`src/include/dcache_consts.svh`:
```
/* data cache hit stage constants */

`ifndef DCACHE_CONSTS_SVH
`define DCACHE_CONSTS_SVH

// core word and physical address
`define DC_XLEN 32
`define DC_PLEN 32

// block geometry
`define DC_BLK_BITS 128
`define DC_WAYS 2

// address split: tag | index | block offset
`define DC_IDX_BITS 4
`define DC_BLK_OFFS_BITS 4
`define DC_DAT_OFFS_BITS 2
`define DC_TAG_BITS 24

`endif

```
`src/dcache_pkg.sv`:
```
/* data cache hit stage types */

`default_nettype none

`include "dcache_consts.svh"

package dcache_pkg;

  // data and address vectors
  typedef logic [`DC_XLEN-1:0] word_t;
  typedef logic [`DC_XLEN/8-1:0] be_t;
  typedef logic [`DC_PLEN-1:0] adr_t;

  // block and its byte enables
  typedef logic [`DC_BLK_BITS-1:0] line_t;
  typedef logic [`DC_BLK_BITS/8-1:0] line_be_t;

  // address fields
  typedef logic [`DC_IDX_BITS-1:0] idx_t;
  typedef logic [`DC_TAG_BITS-1:0] tag_t;
  typedef logic [`DC_DAT_OFFS_BITS-1:0] dat_offs_t;

  // one-hot way select
  typedef logic [`DC_WAYS-1:0] ways_t;

  // command toward the bus interface
  typedef enum logic [1:0] {
    NOP,
    READWAY,
    WRITEWAY
  } biucmd_e;

  // miss controller states
  typedef enum logic [2:0] {
    ARMED,
    EVICT,
    READ,
    RECOVER0,
    RECOVER1
  } memfsm_e;

endpackage

`default_nettype wire

```
`src/dcache_hit_path.sv`:
```
/* data cache hit datapath */

`timescale 1ns/10ps
`default_nettype none

`include "dcache_consts.svh"

module dcache_hit_path (
  input  wire logic                 clk_i,
  input  wire logic                 rst_ni,
  input  wire logic                 flush_i,
  input  wire logic                 req_i,
  input  wire logic                 wreq_i,
  input  wire logic                 cache_hit_i,
  input  dcache_pkg::adr_t          adr_i,
  input  dcache_pkg::be_t           be_i,
  input  dcache_pkg::word_t         d_i,
  input  dcache_pkg::ways_t         ways_hit_i,
  input  dcache_pkg::line_t         cache_line_i,
  input  wire logic                 writebuffer_ack_i,
  output logic                      writebuffer_we_o,
  output dcache_pkg::idx_t          writebuffer_idx_o,
  output dcache_pkg::dat_offs_t     writebuffer_offs_o,
  output dcache_pkg::word_t         writebuffer_data_o,
  output dcache_pkg::line_be_t      writebuffer_be_o,
  output dcache_pkg::ways_t         writebuffer_ways_hit_o,
  output dcache_pkg::word_t         hit_word_o
);

  import dcache_pkg::*;

  idx_t      idx;
  dat_offs_t dat_offs;
  logic      write_hit;
  logic      bypass_wb;
  line_t     wb_line;
  line_t     merged_line;

  assign idx       = adr_i[`DC_BLK_OFFS_BITS +: `DC_IDX_BITS];
  assign dat_offs  = adr_i[`DC_BLK_OFFS_BITS-1 -: `DC_DAT_OFFS_BITS];
  assign write_hit = req_i & ~flush_i & wreq_i & cache_hit_i;

  ////////////////////////////////////////////////////////////
  // write buffer
  ////////////////////////////////////////////////////////////

  // full from a write hit until the memories take it
  always_ff @(posedge clk_i or negedge rst_ni) begin
    if (!rst_ni) begin
      writebuffer_we_o <= 1'b0;
    end else if (flush_i) begin
      writebuffer_we_o <= 1'b0;
    end else if (write_hit) begin
      writebuffer_we_o <= 1'b1;
    end else if (writebuffer_ack_i) begin
      writebuffer_we_o <= 1'b0;
    end
  end

  // byte enables already placed at the word's lane in the block
  always_ff @(posedge clk_i) begin
    if (write_hit) begin
      writebuffer_idx_o      <= idx;
      writebuffer_offs_o     <= dat_offs;
      writebuffer_data_o     <= d_i;
      writebuffer_be_o       <= line_be_t'(be_i) << (dat_offs * (`DC_XLEN/8));
      writebuffer_ways_hit_o <= ways_hit_i;
    end
  end

  ////////////////////////////////////////////////////////////
  // bypass merge and word select
  ////////////////////////////////////////////////////////////

  // pending write to the block being read
  assign bypass_wb = writebuffer_we_o &
                     (idx == writebuffer_idx_o) &
                     (ways_hit_i == writebuffer_ways_hit_o);

  assign wb_line = {(`DC_BLK_BITS/`DC_XLEN){writebuffer_data_o}};

  always_comb begin
    merged_line = cache_line_i;
    for (int i = 0; i < `DC_BLK_BITS/8; i++) begin
      if (bypass_wb && writebuffer_be_o[i]) begin
        merged_line[i*8 +: 8] = wb_line[i*8 +: 8];
      end
    end
  end

  assign hit_word_o = merged_line[dat_offs*`DC_XLEN +: `DC_XLEN];

  // tag compare must never report more than one way
  a_ways_hit_onehot : assert property (
    @(posedge clk_i) disable iff (!rst_ni)
    cache_hit_i |-> $onehot0(ways_hit_i)
  );

endmodule

`default_nettype wire

```
`src/dcache_miss_ctrl.sv`:
```
/* data cache miss controller */

`timescale 1ns/10ps
`default_nettype none

`include "dcache_consts.svh"

module dcache_miss_ctrl (
  input  wire logic             clk_i,
  input  wire logic             rst_ni,
  input  wire logic             flush_i,
  input  wire logic             req_i,
  input  wire logic             cache_hit_i,
  input  wire logic             way_dirty_i,
  input  dcache_pkg::adr_t      adr_i,
  input  dcache_pkg::ways_t     fill_way_i,
  input  wire logic             writebuffer_we_i,
  input  dcache_pkg::idx_t      writebuffer_idx_i,
  input  dcache_pkg::ways_t     writebuffer_ways_hit_i,
  input  wire logic             biucmd_ack_i,
  input  wire logic             biucmd_busy_i,
  input  wire logic             biu_err_i,
  output dcache_pkg::biucmd_e   biucmd_o,
  output dcache_pkg::ways_t     fill_way_o,
  output logic                  filling_o,
  output logic                  armed_o,
  output logic                  evict_read_o,
  output dcache_pkg::memfsm_e   state_o,
  output dcache_pkg::idx_t      idx_o,
  output dcache_pkg::tag_t      core_tag_o
);

  import dcache_pkg::*;

  memfsm_e state;
  memfsm_e nxt_state;
  biucmd_e nxt_biucmd;
  logic    start_fill;
  logic    evict_read;
  logic    wb_conflict;

  assign idx_o      = adr_i[`DC_BLK_OFFS_BITS +: `DC_IDX_BITS];
  assign core_tag_o = adr_i[`DC_PLEN-1 -: `DC_TAG_BITS];
  assign state_o    = state;

  // victim block still has a write waiting in the buffer
  assign wb_conflict = writebuffer_we_i &
                       (idx_o == writebuffer_idx_i) &
                       (fill_way_i == writebuffer_ways_hit_i);

  assign start_fill = (state == ARMED) & req_i & ~flush_i & ~cache_hit_i & ~biucmd_busy_i;

  ////////////////////////////////////////////////////////////
  // state machine
  ////////////////////////////////////////////////////////////

  always_comb begin
    nxt_state  = state;
    nxt_biucmd = NOP;
    evict_read = 1'b0;

    unique case (state)
      ARMED: begin
        if (start_fill) begin
          // new block is read first, the dirty one written after
          nxt_biucmd = READWAY;
          if (way_dirty_i || wb_conflict) begin
            nxt_state  = EVICT;
            evict_read = 1'b1;
          end else begin
            nxt_state = READ;
          end
        end
      end
      EVICT: begin
        if (biucmd_ack_i || biu_err_i) begin
          nxt_state  = RECOVER0;
          nxt_biucmd = WRITEWAY;
        end
      end
      READ: begin
        if (biucmd_ack_i || biu_err_i) begin
          nxt_state = RECOVER0;
        end
      end
      // index set up, then memories re-read
      RECOVER0: nxt_state = RECOVER1;
      RECOVER1: nxt_state = ARMED;
      default:  nxt_state = ARMED;
    endcase
  end

  always_ff @(posedge clk_i or negedge rst_ni) begin
    if (!rst_ni) begin
      state        <= ARMED;
      biucmd_o     <= NOP;
      armed_o      <= 1'b1;
      filling_o    <= 1'b0;
      evict_read_o <= 1'b0;
    end else begin
      state        <= nxt_state;
      biucmd_o     <= nxt_biucmd;
      armed_o      <= (nxt_state == ARMED);
      filling_o    <= (nxt_state == EVICT) || (nxt_state == READ);
      evict_read_o <= evict_read;
    end
  end

  // refill goes to the way picked at the miss
  always_ff @(posedge clk_i) begin
    if (start_fill) begin
      fill_way_o <= fill_way_i;
    end
  end

  a_no_double_readway : assert property (
    @(posedge clk_i) disable iff (!rst_ni)
    (biucmd_o == READWAY) |=> (biucmd_o != READWAY)
  );

endmodule

`default_nettype wire

```
`src/dcache_resp.sv`:
```
/* data cache core response */

`timescale 1ns/10ps
`default_nettype none

`include "dcache_consts.svh"

module dcache_resp (
  input  wire logic             clk_i,
  input  wire logic             rst_ni,
  input  wire logic             flush_i,
  input  wire logic             req_i,
  input  wire logic             cache_hit_i,
  input  dcache_pkg::memfsm_e   state_i,
  input  dcache_pkg::adr_t      adr_i,
  input  dcache_pkg::word_t     hit_word_i,
  input  dcache_pkg::word_t     biu_q_i,
  input  wire logic             biu_ack_i,
  input  wire logic             biu_err_i,
  input  dcache_pkg::adr_t      biu_adro_i,
  output logic                  stall_o,
  output logic                  latchmem_o,
  output logic                  ack_o,
  output dcache_pkg::word_t     q_o,
  output logic                  err_o
);

  import dcache_pkg::*;

  localparam int unsigned WORD_LSB = $clog2(`DC_XLEN/8);

  logic  valid_req;
  logic  cache_ack;
  logic  biu_word_ack;
  word_t rd_word;

  assign valid_req = req_i & ~flush_i;
  assign cache_ack = valid_req & cache_hit_i;

  // bus returns the word the core is waiting for
  assign biu_word_ack = valid_req & biu_ack_i &
                        (biu_adro_i[`DC_PLEN-1:WORD_LSB] == adr_i[`DC_PLEN-1:WORD_LSB]);

  ////////////////////////////////////////////////////////////
  // stall and memory latch
  ////////////////////////////////////////////////////////////

  always_comb begin
    unique case (state_i)
      ARMED: begin
        stall_o    = valid_req & ~cache_hit_i;
        latchmem_o = ~stall_o;
      end
      EVICT, READ: begin
        stall_o    = ~(biu_word_ack | cache_ack);
        latchmem_o = ~stall_o;
      end
      RECOVER0: begin
        stall_o    = 1'b1;
        latchmem_o = 1'b0;
      end
      default: begin
        // RECOVER1 latches the re-read memories
        stall_o    = 1'b1;
        latchmem_o = 1'b1;
      end
    endcase
  end

  ////////////////////////////////////////////////////////////
  // core response
  ////////////////////////////////////////////////////////////

  always_ff @(posedge clk_i or negedge rst_ni) begin
    if (!rst_ni) begin
      ack_o <= 1'b0;
      err_o <= 1'b0;
    end else begin
      unique case (state_i)
        ARMED:       ack_o <= cache_ack;
        EVICT, READ: ack_o <= cache_ack | biu_word_ack;
        default:     ack_o <= 1'b0;
      endcase
      err_o <= biu_err_i;
    end
  end

  assign rd_word = cache_hit_i ? hit_word_i : biu_q_i;

  always_ff @(posedge clk_i) begin
    q_o <= rd_word;
  end

endmodule

`default_nettype wire

```
`src/dcache_hit_stage.sv`:
```
/* data cache hit stage */

`timescale 1ns/10ps
`default_nettype none

module dcache_hit_stage (
  input  wire logic             clk_i,
  input  wire logic             rst_ni,

  // core side
  input  wire logic             flush_i,
  input  wire logic             req_i,
  input  wire logic             wreq_i,
  input  dcache_pkg::adr_t      adr_i,
  input  dcache_pkg::be_t       be_i,
  input  dcache_pkg::word_t     d_i,
  output logic                  stall_o,
  output logic                  ack_o,
  output dcache_pkg::word_t     q_o,
  output logic                  err_o,

  // cache memories
  input  wire logic             cache_hit_i,
  input  dcache_pkg::ways_t     ways_hit_i,
  input  dcache_pkg::line_t     cache_line_i,
  input  wire logic             way_dirty_i,
  input  dcache_pkg::ways_t     fill_way_i,
  output dcache_pkg::idx_t      idx_o,
  output dcache_pkg::tag_t      core_tag_o,
  output logic                  latchmem_o,
  output logic                  armed_o,
  output logic                  filling_o,
  output dcache_pkg::ways_t     fill_way_o,
  output logic                  evict_read_o,

  // write buffer
  input  wire logic             writebuffer_ack_i,
  output logic                  writebuffer_we_o,
  output dcache_pkg::idx_t      writebuffer_idx_o,
  output dcache_pkg::dat_offs_t writebuffer_offs_o,
  output dcache_pkg::word_t     writebuffer_data_o,
  output dcache_pkg::line_be_t  writebuffer_be_o,
  output dcache_pkg::ways_t     writebuffer_ways_hit_o,

  // bus interface
  output dcache_pkg::biucmd_e   biucmd_o,
  input  wire logic             biucmd_ack_i,
  input  wire logic             biucmd_busy_i,
  input  dcache_pkg::word_t     biu_q_i,
  input  wire logic             biu_ack_i,
  input  wire logic             biu_err_i,
  input  dcache_pkg::adr_t      biu_adro_i
);

  import dcache_pkg::*;

  memfsm_e state;
  word_t   hit_word;

  dcache_hit_path u_hit_path (
    .clk_i                  (clk_i),
    .rst_ni                 (rst_ni),
    .flush_i                (flush_i),
    .req_i                  (req_i),
    .wreq_i                 (wreq_i),
    .cache_hit_i            (cache_hit_i),
    .adr_i                  (adr_i),
    .be_i                   (be_i),
    .d_i                    (d_i),
    .ways_hit_i             (ways_hit_i),
    .cache_line_i           (cache_line_i),
    .writebuffer_ack_i      (writebuffer_ack_i),
    .writebuffer_we_o       (writebuffer_we_o),
    .writebuffer_idx_o      (writebuffer_idx_o),
    .writebuffer_offs_o     (writebuffer_offs_o),
    .writebuffer_data_o     (writebuffer_data_o),
    .writebuffer_be_o       (writebuffer_be_o),
    .writebuffer_ways_hit_o (writebuffer_ways_hit_o),
    .hit_word_o             (hit_word)
  );

  // write buffer state fed back for the eviction decision
  dcache_miss_ctrl u_miss_ctrl (
    .clk_i                  (clk_i),
    .rst_ni                 (rst_ni),
    .flush_i                (flush_i),
    .req_i                  (req_i),
    .cache_hit_i            (cache_hit_i),
    .way_dirty_i            (way_dirty_i),
    .adr_i                  (adr_i),
    .fill_way_i             (fill_way_i),
    .writebuffer_we_i       (writebuffer_we_o),
    .writebuffer_idx_i      (writebuffer_idx_o),
    .writebuffer_ways_hit_i (writebuffer_ways_hit_o),
    .biucmd_ack_i           (biucmd_ack_i),
    .biucmd_busy_i          (biucmd_busy_i),
    .biu_err_i              (biu_err_i),
    .biucmd_o               (biucmd_o),
    .fill_way_o             (fill_way_o),
    .filling_o              (filling_o),
    .armed_o                (armed_o),
    .evict_read_o           (evict_read_o),
    .state_o                (state),
    .idx_o                  (idx_o),
    .core_tag_o             (core_tag_o)
  );

  dcache_resp u_resp (
    .clk_i       (clk_i),
    .rst_ni      (rst_ni),
    .flush_i     (flush_i),
    .req_i       (req_i),
    .cache_hit_i (cache_hit_i),
    .state_i     (state),
    .adr_i       (adr_i),
    .hit_word_i  (hit_word),
    .biu_q_i     (biu_q_i),
    .biu_ack_i   (biu_ack_i),
    .biu_err_i   (biu_err_i),
    .biu_adro_i  (biu_adro_i),
    .stall_o     (stall_o),
    .latchmem_o  (latchmem_o),
    .ack_o       (ack_o),
    .q_o         (q_o),
    .err_o       (err_o)
  );

endmodule

`default_nettype wire

```
`config.mk`:
```
export PLATFORM = sky130hd
export DESIGN_NAME = dcache_hit_stage
export DESIGN_NICKNAME = d
export VERILOG_FILES = /design/src/dcache_pkg.sv /design/src/dcache_hit_path.sv /design/src/dcache_miss_ctrl.sv /design/src/dcache_resp.sv /design/src/dcache_hit_stage.sv
export VERILOG_INCLUDE_DIRS = /design/src /design/src/include
export SDC_FILE = /design/constraint.sdc
export NUM_CORES = 1
export LEC_CHECK = 0
export BUFFER_PORTS_ARGS = -buffer_cell sky130_fd_sc_hd__buf_4
export CAP_MARGIN = 20
export CELL_PAD_IN_SITES_DETAIL_PLACEMENT = 1
export CELL_PAD_IN_SITES_GLOBAL_PLACEMENT = 1
export CORE_AREA = 2 2 157 159
export DETAILED_ROUTE_END_ITERATION = 6
export DIE_AREA = 0 0 159 161
export PLACE_DENSITY = 0.73
export SLEW_MARGIN = 40
export SYNTH_ARGS = -nofsm -noshare
export SYNTH_HDL_FRONTEND = slang
export SYNTH_SLANG_ARGS = --single-unit
```
`constraint.sdc`:
```
create_clock -name clk_i -period 2.65 [get_ports clk_i]
set_input_delay 0.1325 -clock clk_i [delete_from_list [all_inputs] [get_ports clk_i]]
set_output_delay 0.1325 -clock clk_i [all_outputs]
set_load 0.01 [all_outputs]
```
=== Word level (Yosys, flattened, before mapping) ===
Index checks and enable logic that the tools add are counted.

* Logic and storage cells: 102
* Register bits: 101
* Input port bits: 276
* Output and inout port bits: 128

* Reduce and logical (&&, ||, !) cells: 23
* Bitwise operators: 20
* Equal/unequal tests: 9
* Muxes and demuxes: 33
* Shift operators: 2

{| class="wikitable"
|+ Operator list
! kind !! count
|-
| $mux W8 || 16
|-
| $shiftx A128 B8 Y32 || 1
|-
| $mux W32 || 1
|-
| $eq A30 B30 Y1 || 1
|-
| $logic_and A1 B1 Y1 || 16
|-
| $shl A4 B4 Y16 || 1
|-
| $and A1 B1 Y1 || 14
|-
| $eq A3 B2 Y1 const B || 3
|-
| $pmux W3 S3 || 1
|-
| $mux W1 || 7
|-
| $eq A3 B1 Y1 const B || 2
|-
| $logic_not A3 Y1 || 2
|-
| $mux W3 || 2
|-
| $not A1 Y1 || 5
|-
| $eq A2 B2 Y1 || 2
|-
| $eq A4 B4 Y1 || 1
|-
| $mux W2 || 2
|-
| $pmux W1 S2 || 2
|-
| $pmux W2 S2 || 1
|-
| $logic_or A1 B1 Y1 || 3
|-
| $pmux W1 S3 || 1
|-
| $reduce_bool A3 Y1 || 1
|-
| $reduce_or A2 Y1 || 1
|-
| $or A1 B1 Y1 || 1
|}

=== Depth between registers and ports, before layout ===
* Depth after elaboration: 9
* Gate-level depth with buffers: 8
* Depth with buffers taken out: 5

=== Modules after synthesis ===
A second synthesis with hierarchy kept.

* Cell total of the unflattened synthesis: 790
* Area total of the unflattened synthesis: 7447.1 sq um

{| class="wikitable"
|+ By module, submodules not included
! module !! cells an instance !! sequential area each (sq um) !! area an instance (sq um) !! times used
|-
| dcache_hit_path || 597 || 1706.6 || 5287.6 || 1
|-
| dcache_resp || 123 || 690.7 || 1481.4 || 1
|-
| dcache_miss_ctrl || 70 || 261.5 || 678.2 || 1
|}

=== Worst setup path before layout ===
No wires, ideal clock.

* Path kind: register to register
* Start: register u_hit_path.writebuffer_ways_hit_o[0]
* End: register u_resp.q_o[1]
* Path buffers: 0
* Library setup time: 101 ps
* Path slack: 469 ps
* Clock period less this slack: 2181 ps
* Stages on the path, launching flop included: 6
* Required time: 2549 ps
* Arrival: 2080 ps
* Cells stage by stage: edfxtp_1 xnor2_1 nand3_2 nor3_2 mux2_2 o41ai_1

* Word-level cells in the longest chain between the ends: 6
* Elaborated cells between the ends (all ways): 12
* Classes of those cells: 1 x eq/ne; 1 x shift; 5 x mux; 1 x bitwise; 4 x reduce/logical

{| class="wikitable"
|+ Ends and longest elaborated chain
! element !! RTL line !! text
|-
| from (decl) || dcache_hit_path.sv:26 || <nowiki>output dcache_pkg::ways_t writebuffer_ways_hit_o,</nowiki>
|-
| from (signal assigned) || dcache_hit_path.sv:67 || <nowiki>writebuffer_ways_hit_o <= ways_hit_i;</nowiki>
|-
| $eq A2 B2 Y1 * || dcache_hit_path.sv:78 || <nowiki>(ways_hit_i == writebuffer_ways_hit_o);</nowiki>
|-
| $and A1 B1 Y1 * || dcache_hit_path.sv:77 || <nowiki>(idx == writebuffer_idx_o) &</nowiki>
|-
| $logic_and A1 B1 Y1 || dcache_hit_path.sv:85 || <nowiki>if (bypass_wb && writebuffer_be_o[i]) begin</nowiki>
|-
| $mux W8 || dcache_hit_path.sv:85 ||
|-
| $shiftx A128 B8 Y32 * || dcache_hit_path.sv:91 || <nowiki>assign hit_word_o = merged_line[dat_offs*`DC_XLEN +: `DC_XLEN];</nowiki>
|-
| $mux W32 * || dcache_resp.sv:88 || <nowiki>assign rd_word = cache_hit_i ? hit_word_i : biu_q_i;</nowiki>
|-
| named net u_resp.rd_word[1] || dcache_resp.sv:35 || <nowiki>word_t rd_word;</nowiki>
|-
| to (signal assigned) || dcache_resp.sv:91 || <nowiki>q_o <= rd_word;</nowiki>
|-
| to (decl) || dcache_resp.sv:24 || <nowiki>output dcache_pkg::word_t q_o,</nowiki>
|}

Mark *: on every way through the listed nets, which the timed path passes. The rest lies on a longest branch.
A chain may end at the register's enable or synchronous reset.

=== Final worst setup path ===
* Start: input adr_i[5]
* End: output stall_o

* Word-level cells in the longest chain between the ends: 5

{| class="wikitable"
|+ Ends and longest elaborated chain
! element !! RTL line !! text
|-
| from (decl) || dcache_hit_stage.sv:14 || <nowiki>input dcache_pkg::adr_t adr_i,</nowiki>
|-
| $eq A30 B30 Y1 || dcache_resp.sv:42 || <nowiki>(biu_adro_i[`DC_PLEN-1:WORD_LSB] == adr_i[`DC_PLEN-1:WORD_LSB]);</nowiki>
|-
| $and A1 B1 Y1 || dcache_resp.sv:41 || <nowiki>assign biu_word_ack = valid_req & biu_ack_i &</nowiki>
|-
| $or A1 B1 Y1 || dcache_resp.sv:55 || <nowiki>stall_o = ~(biu_word_ack | cache_ack);</nowiki>
|-
| $not A1 Y1 || dcache_resp.sv:55 ||
|-
| $pmux W1 S2 || dcache_resp.sv:49 || <nowiki>unique case (state_i)</nowiki>
|-
| to (decl) || dcache_hit_stage.sv:17 || <nowiki>output logic stall_o,</nowiki>
|}

Every way passes these cells.

==> results list <==
- Setup TNS after final layout: 0 ns
* Final cell area excluding filler cells: 10,900 um2
* Type of the setup path with the least slack: primary input to primary output
* Routed wire per std cell: 23.5 um
* Cell taking the most area after synthesis: edfxtp_1
- Global routing used 24.8% of the available tracks.
- Chip Width: 159 um
- Power density over the cells: 430 nW/um2
* IO Pins: 404
- Across the VDD grid, the largest voltage drop is 0.000318 V.
- Critical path data arrival time: 2.33 ns
* WHS: 0.0168 ns
- The die covers 25,600 um2.
* Master of the slowest instance on the critical path: dlygate4sd3_1
* Drt first pass iters: 5
- RSZ-0062 raised after global routing: false
* Cell mode on critical path: buf_4
- Slowest cell delay on critical path: 0.54 ns
- The number of setup buffers added after CTS is 0.
* Initial core utilization: 27.9%
* Global-route wire length before repair: 48.3 mm
* Outcome: completed
* Initial antenna violation count: 1
- The finished layout holds 1,406 standard cells, fillers aside.
* Share of the cycle needed by the critical path after routing: 93.0%
- Final-stage net count: 1,352
* Pin count of the biggest net entering global routing: 49
- For this block, the via count after detailed routing is 7,308.
- Post-route clock skew: 0.0108 ns
- Counting flops with a built-in enable in the synthesized netlist gives 58.
- STA classifies the critical path endpoint as a primary output.
* Vias in the first global route: 7,711
- The post-route netlist has 49.0% of its cells at a drive strength greater than 1.
- Setup violations remaining at the end of the flow were counted as 0.
- Derived from the worst setup path, the maximum achievable clock frequency is 406 MHz.
- Max transition margin: 53.3%
- STA puts the critical path data required time at 2.52 ns.
- Sinks on Clock Net: 101
- For this run, design rule violations remaining after detail routing come to 0.
- Synthesis produced 643 cells.
* Post-synthesis cell type count: 61
- The count of endpoints failing hold in the final timing report came to 0.
* CTS tree: built
- Synth top area share: 26.1%
* Cells traversed along the worst timing path: dlygate4sd3_1 -> buf_4 -> xnor2_1 -> nand4_1 -> nor4_1 -> nand4b_1 -> a31o_2 -> buf_4
- Counting instances in the post-synthesis netlist gives the leading cell types as nor2_1, edfxtp_1, nand2_1.
* Total of warnings raised by yosys: 0
- Startpoint type of the worst setup path: primary input
* ANT nets after route: 0
- Cell internal power was estimated by the tool at 3.27 mW.
- Vert. Die Dim: 161 um
- TritonCTS buffer count: 9
* Post-Route Utilization: 45.4%
- For this run, asynchronously set or reset flops after synthesis account for 10.9%.
- Class of the tightest hold or removal check: primary input to flip-flop
* Core area: 24,000 um2
- Of all nets on the critical path, the largest fanout is 4.
* Clock root buffer: clkbuf_16
- In this run switching power makes up 30.1% of total power.
- Routability cong.: 0.877
* Total congestion overflow after global routing: 0
- Mean cell area of the mapped netlist: 10.4 um2
- H-tree level count: 3
* 1st-iter DRT viols: 410
- CTS clk-pin slew, worst paths: 0.07 ns
- Syn Nets: 919
- Of the total power, the clock network draws 30.1%.
* WL final: 33.0 mm
* Cell types with the largest area share after synthesis: edfxtp_1, dfxtp_1, mux2_2
- The area growth from synthesis to layout is 63.1%.
- Counting flops and latches in the post-synthesis netlist gives 101.
- Placement Cell Area: 9900 um2
- Sequential area share after synthesis: 39.8%
- At the pin with the least slew margin, the transition time is 0.698 ns.
- Per report_power, the combinational group accounts for 29.6% of the total.
- During placement, the flow inserted port buffers numbering 399.
- The count of final max-slew check failures came to 0.
- The most used flip-flop cell after synthesis is edfxtp_1.
* Netlist area before placement: 6680 um2
- Leading cell type by number of instances after synthesis: nor2_1
- Summed over all nets, the switching power comes to 1.41 mW.
- The tool flagged a number of max-cap violations equal to 0.
- Dpl hpwl: 25.1 mm
* Cell row count: 57
* Routed via count divided by cell count: 5.20
- In this run the static leakage power is 4.79 nW.
- The share of total power dissipated in sequential elements is 40.4%.
* Insertion delay of the later-clocked pin in the worst-skew pair: 0.35 ns
* Placed Instances: 1,320
* Max Root-Sink Buffers: 2
- Shortest period the worst path allows: 2.47 ns
## registers in the layout, indices dropped and copies added (netlist names)
register	count
u_hit_path.writebuffer_data_o	32
u_miss_ctrl.state_o	3
u_hit_path.writebuffer_be_o	16
u_hit_path.writebuffer_ways_hit_o	2
u_resp.err_o	1
u_miss_ctrl.armed_o	1
u_hit_path.writebuffer_we_o	1
u_hit_path.writebuffer_idx_o	4
u_hit_path.writebuffer_offs_o	2
u_miss_ctrl.fill_way_o	2
u_miss_ctrl.biucmd_o	2
u_miss_ctrl.evict_read_o	1
u_resp.ack_o	1
u_miss_ctrl.filling_o	1
u_resp.q_o	32
## power by group through the flow
stage / Combinational, mW / Sequential, mW / Clock, mW
floorplan: 0.550 / 1.93 / 0
global placement: 1.26 / 1.92 / 0
detailed placement: 1.29 / 1.92 / 0
CTS: 1.38 / 1.89 / 1.46
global route: 1.47 / 1.91 / 1.50
finish: 1.38 / 1.89 / 1.41
## cell type report
| class | count | area (um2) |
|---|---|---|
| Antenna cell | 1 | 2.50 |
| Fill cell | 2747 | 13100 |
| Inverter | 12 | 45.0 |
| Timing Repair Buffer | 495 | 3940 |
| Sequential cell | 101 | 2660 |
| Clock inverter | 7 | 72.6 |
| Multi-Input combinational cell | 457 | 3540 |
| Tap cell | 324 | 405 |
| Clock buffer | 9 | 225 |
## layout by cell type, fill, tap and decap left out, types with 4 or more instances in the layout
| cell | n |
|---|---|
| a311oi_1 | 26 |
| a221oi_1 | 19 |
| nor4_1 | 6 |
| nor2b_1 | 5 |
| edfxtp_1 | 58 |
| and2_1 | 4 |
| dlygate4sd3_1 | 69 |
| nand4_1 | 8 |
| a41o_1 | 29 |
| inv_1 | 11 |
| buf_12 | 4 |
| o311a_1 | 4 |
| o41ai_2 | 16 |
| nor2_1 | 82 |
| o41ai_1 | 15 |
| mux2_2 | 30 |
| a31oi_1 | 4 |
| dfrtp_1 | 10 |
| o21ai_0 | 4 |
| and4_1 | 4 |
| a211oi_1 | 8 |
| a21oi_1 | 14 |
| xnor2_1 | 33 |
| a21boi_0 | 23 |
| xor2_1 | 6 |
| dfxtp_1 | 32 |
| a31oi_4 | 5 |
| clkbuf_16 | 9 |
| and3_1 | 14 |
| nand2_1 | 45 |
| buf_4 | 422 |
| a31o_2 | 7 |
| mux2_4 | 7 |
## through the flow
stage / power (mW) / setup WS, ns
after CTS: 4.73 / 0.240
after detailed placement: 3.21 / 0.270
after global routing: 4.87 / 0.0957
after global placement: 3.18 / 0.329
final: 4.68 / 0.185
after floorplan: 2.48 / 0.469
## repair_timing
item	CTS	global route
endpoints found under the hold margin	79	0
gates resized for setup	0	0
hold buffers	69	0
## per-layer routing
metal	routed length (um)	global-route usage [%]
met1	14200	32.2
met2	16300	42.5
met4	812	7.31
met5	0	0
met3	1650	4.16
## cells by family (layout without fill, tap and decap cells)
kind of cell    Yosys count  in the layout  share of synthesized area, %
flops                   101            101                          39.8
simple gates            190            190                          13.8
mux                      40             40                          7.08
buf+inv                  85            523                          7.42
other cells               0              1                             0
compound gates          186            186                          26.3
xor+xnor                 41             41                          5.60
## critical path, delay by kind of cell
family | cells | cell delay [ns]
buffers and inverters | 3 | 0.84
XOR/XNOR | 1 | 0.22
AO/OA/AOI/OAI | 1 | 0.30
AND/OR/NAND/NOR | 3 | 0.83
## path summary, 6_finish.rpt
| kind | startpoint | to | slack [ns] | cells after the start |
|---|---|---|---|---|
| setup / recovery | adr_i[5] | stall_o | 0.18 | 8 |
| hold / removal | biu_q_i[3] | u_resp.q_o[3] | 0.02 | 3 |
| setup reg to reg | u_hit_path.writebuffer_idx_o[2] | u_resp.q_o[30] | 0.26 | 6 |
| hold reg to reg | u_miss_ctrl.state_o[0] | u_miss_ctrl.biucmd_o[0] | 0.63 | 1 |
| max in group asynchronous | rst_ni | u_miss_ctrl.armed_o | 2.25 | 2 |
| min in group asynchronous | rst_ni | u_resp.err_o | 0.17 | 2 |
Note: power is estimated with default switching activity, not from simulation.
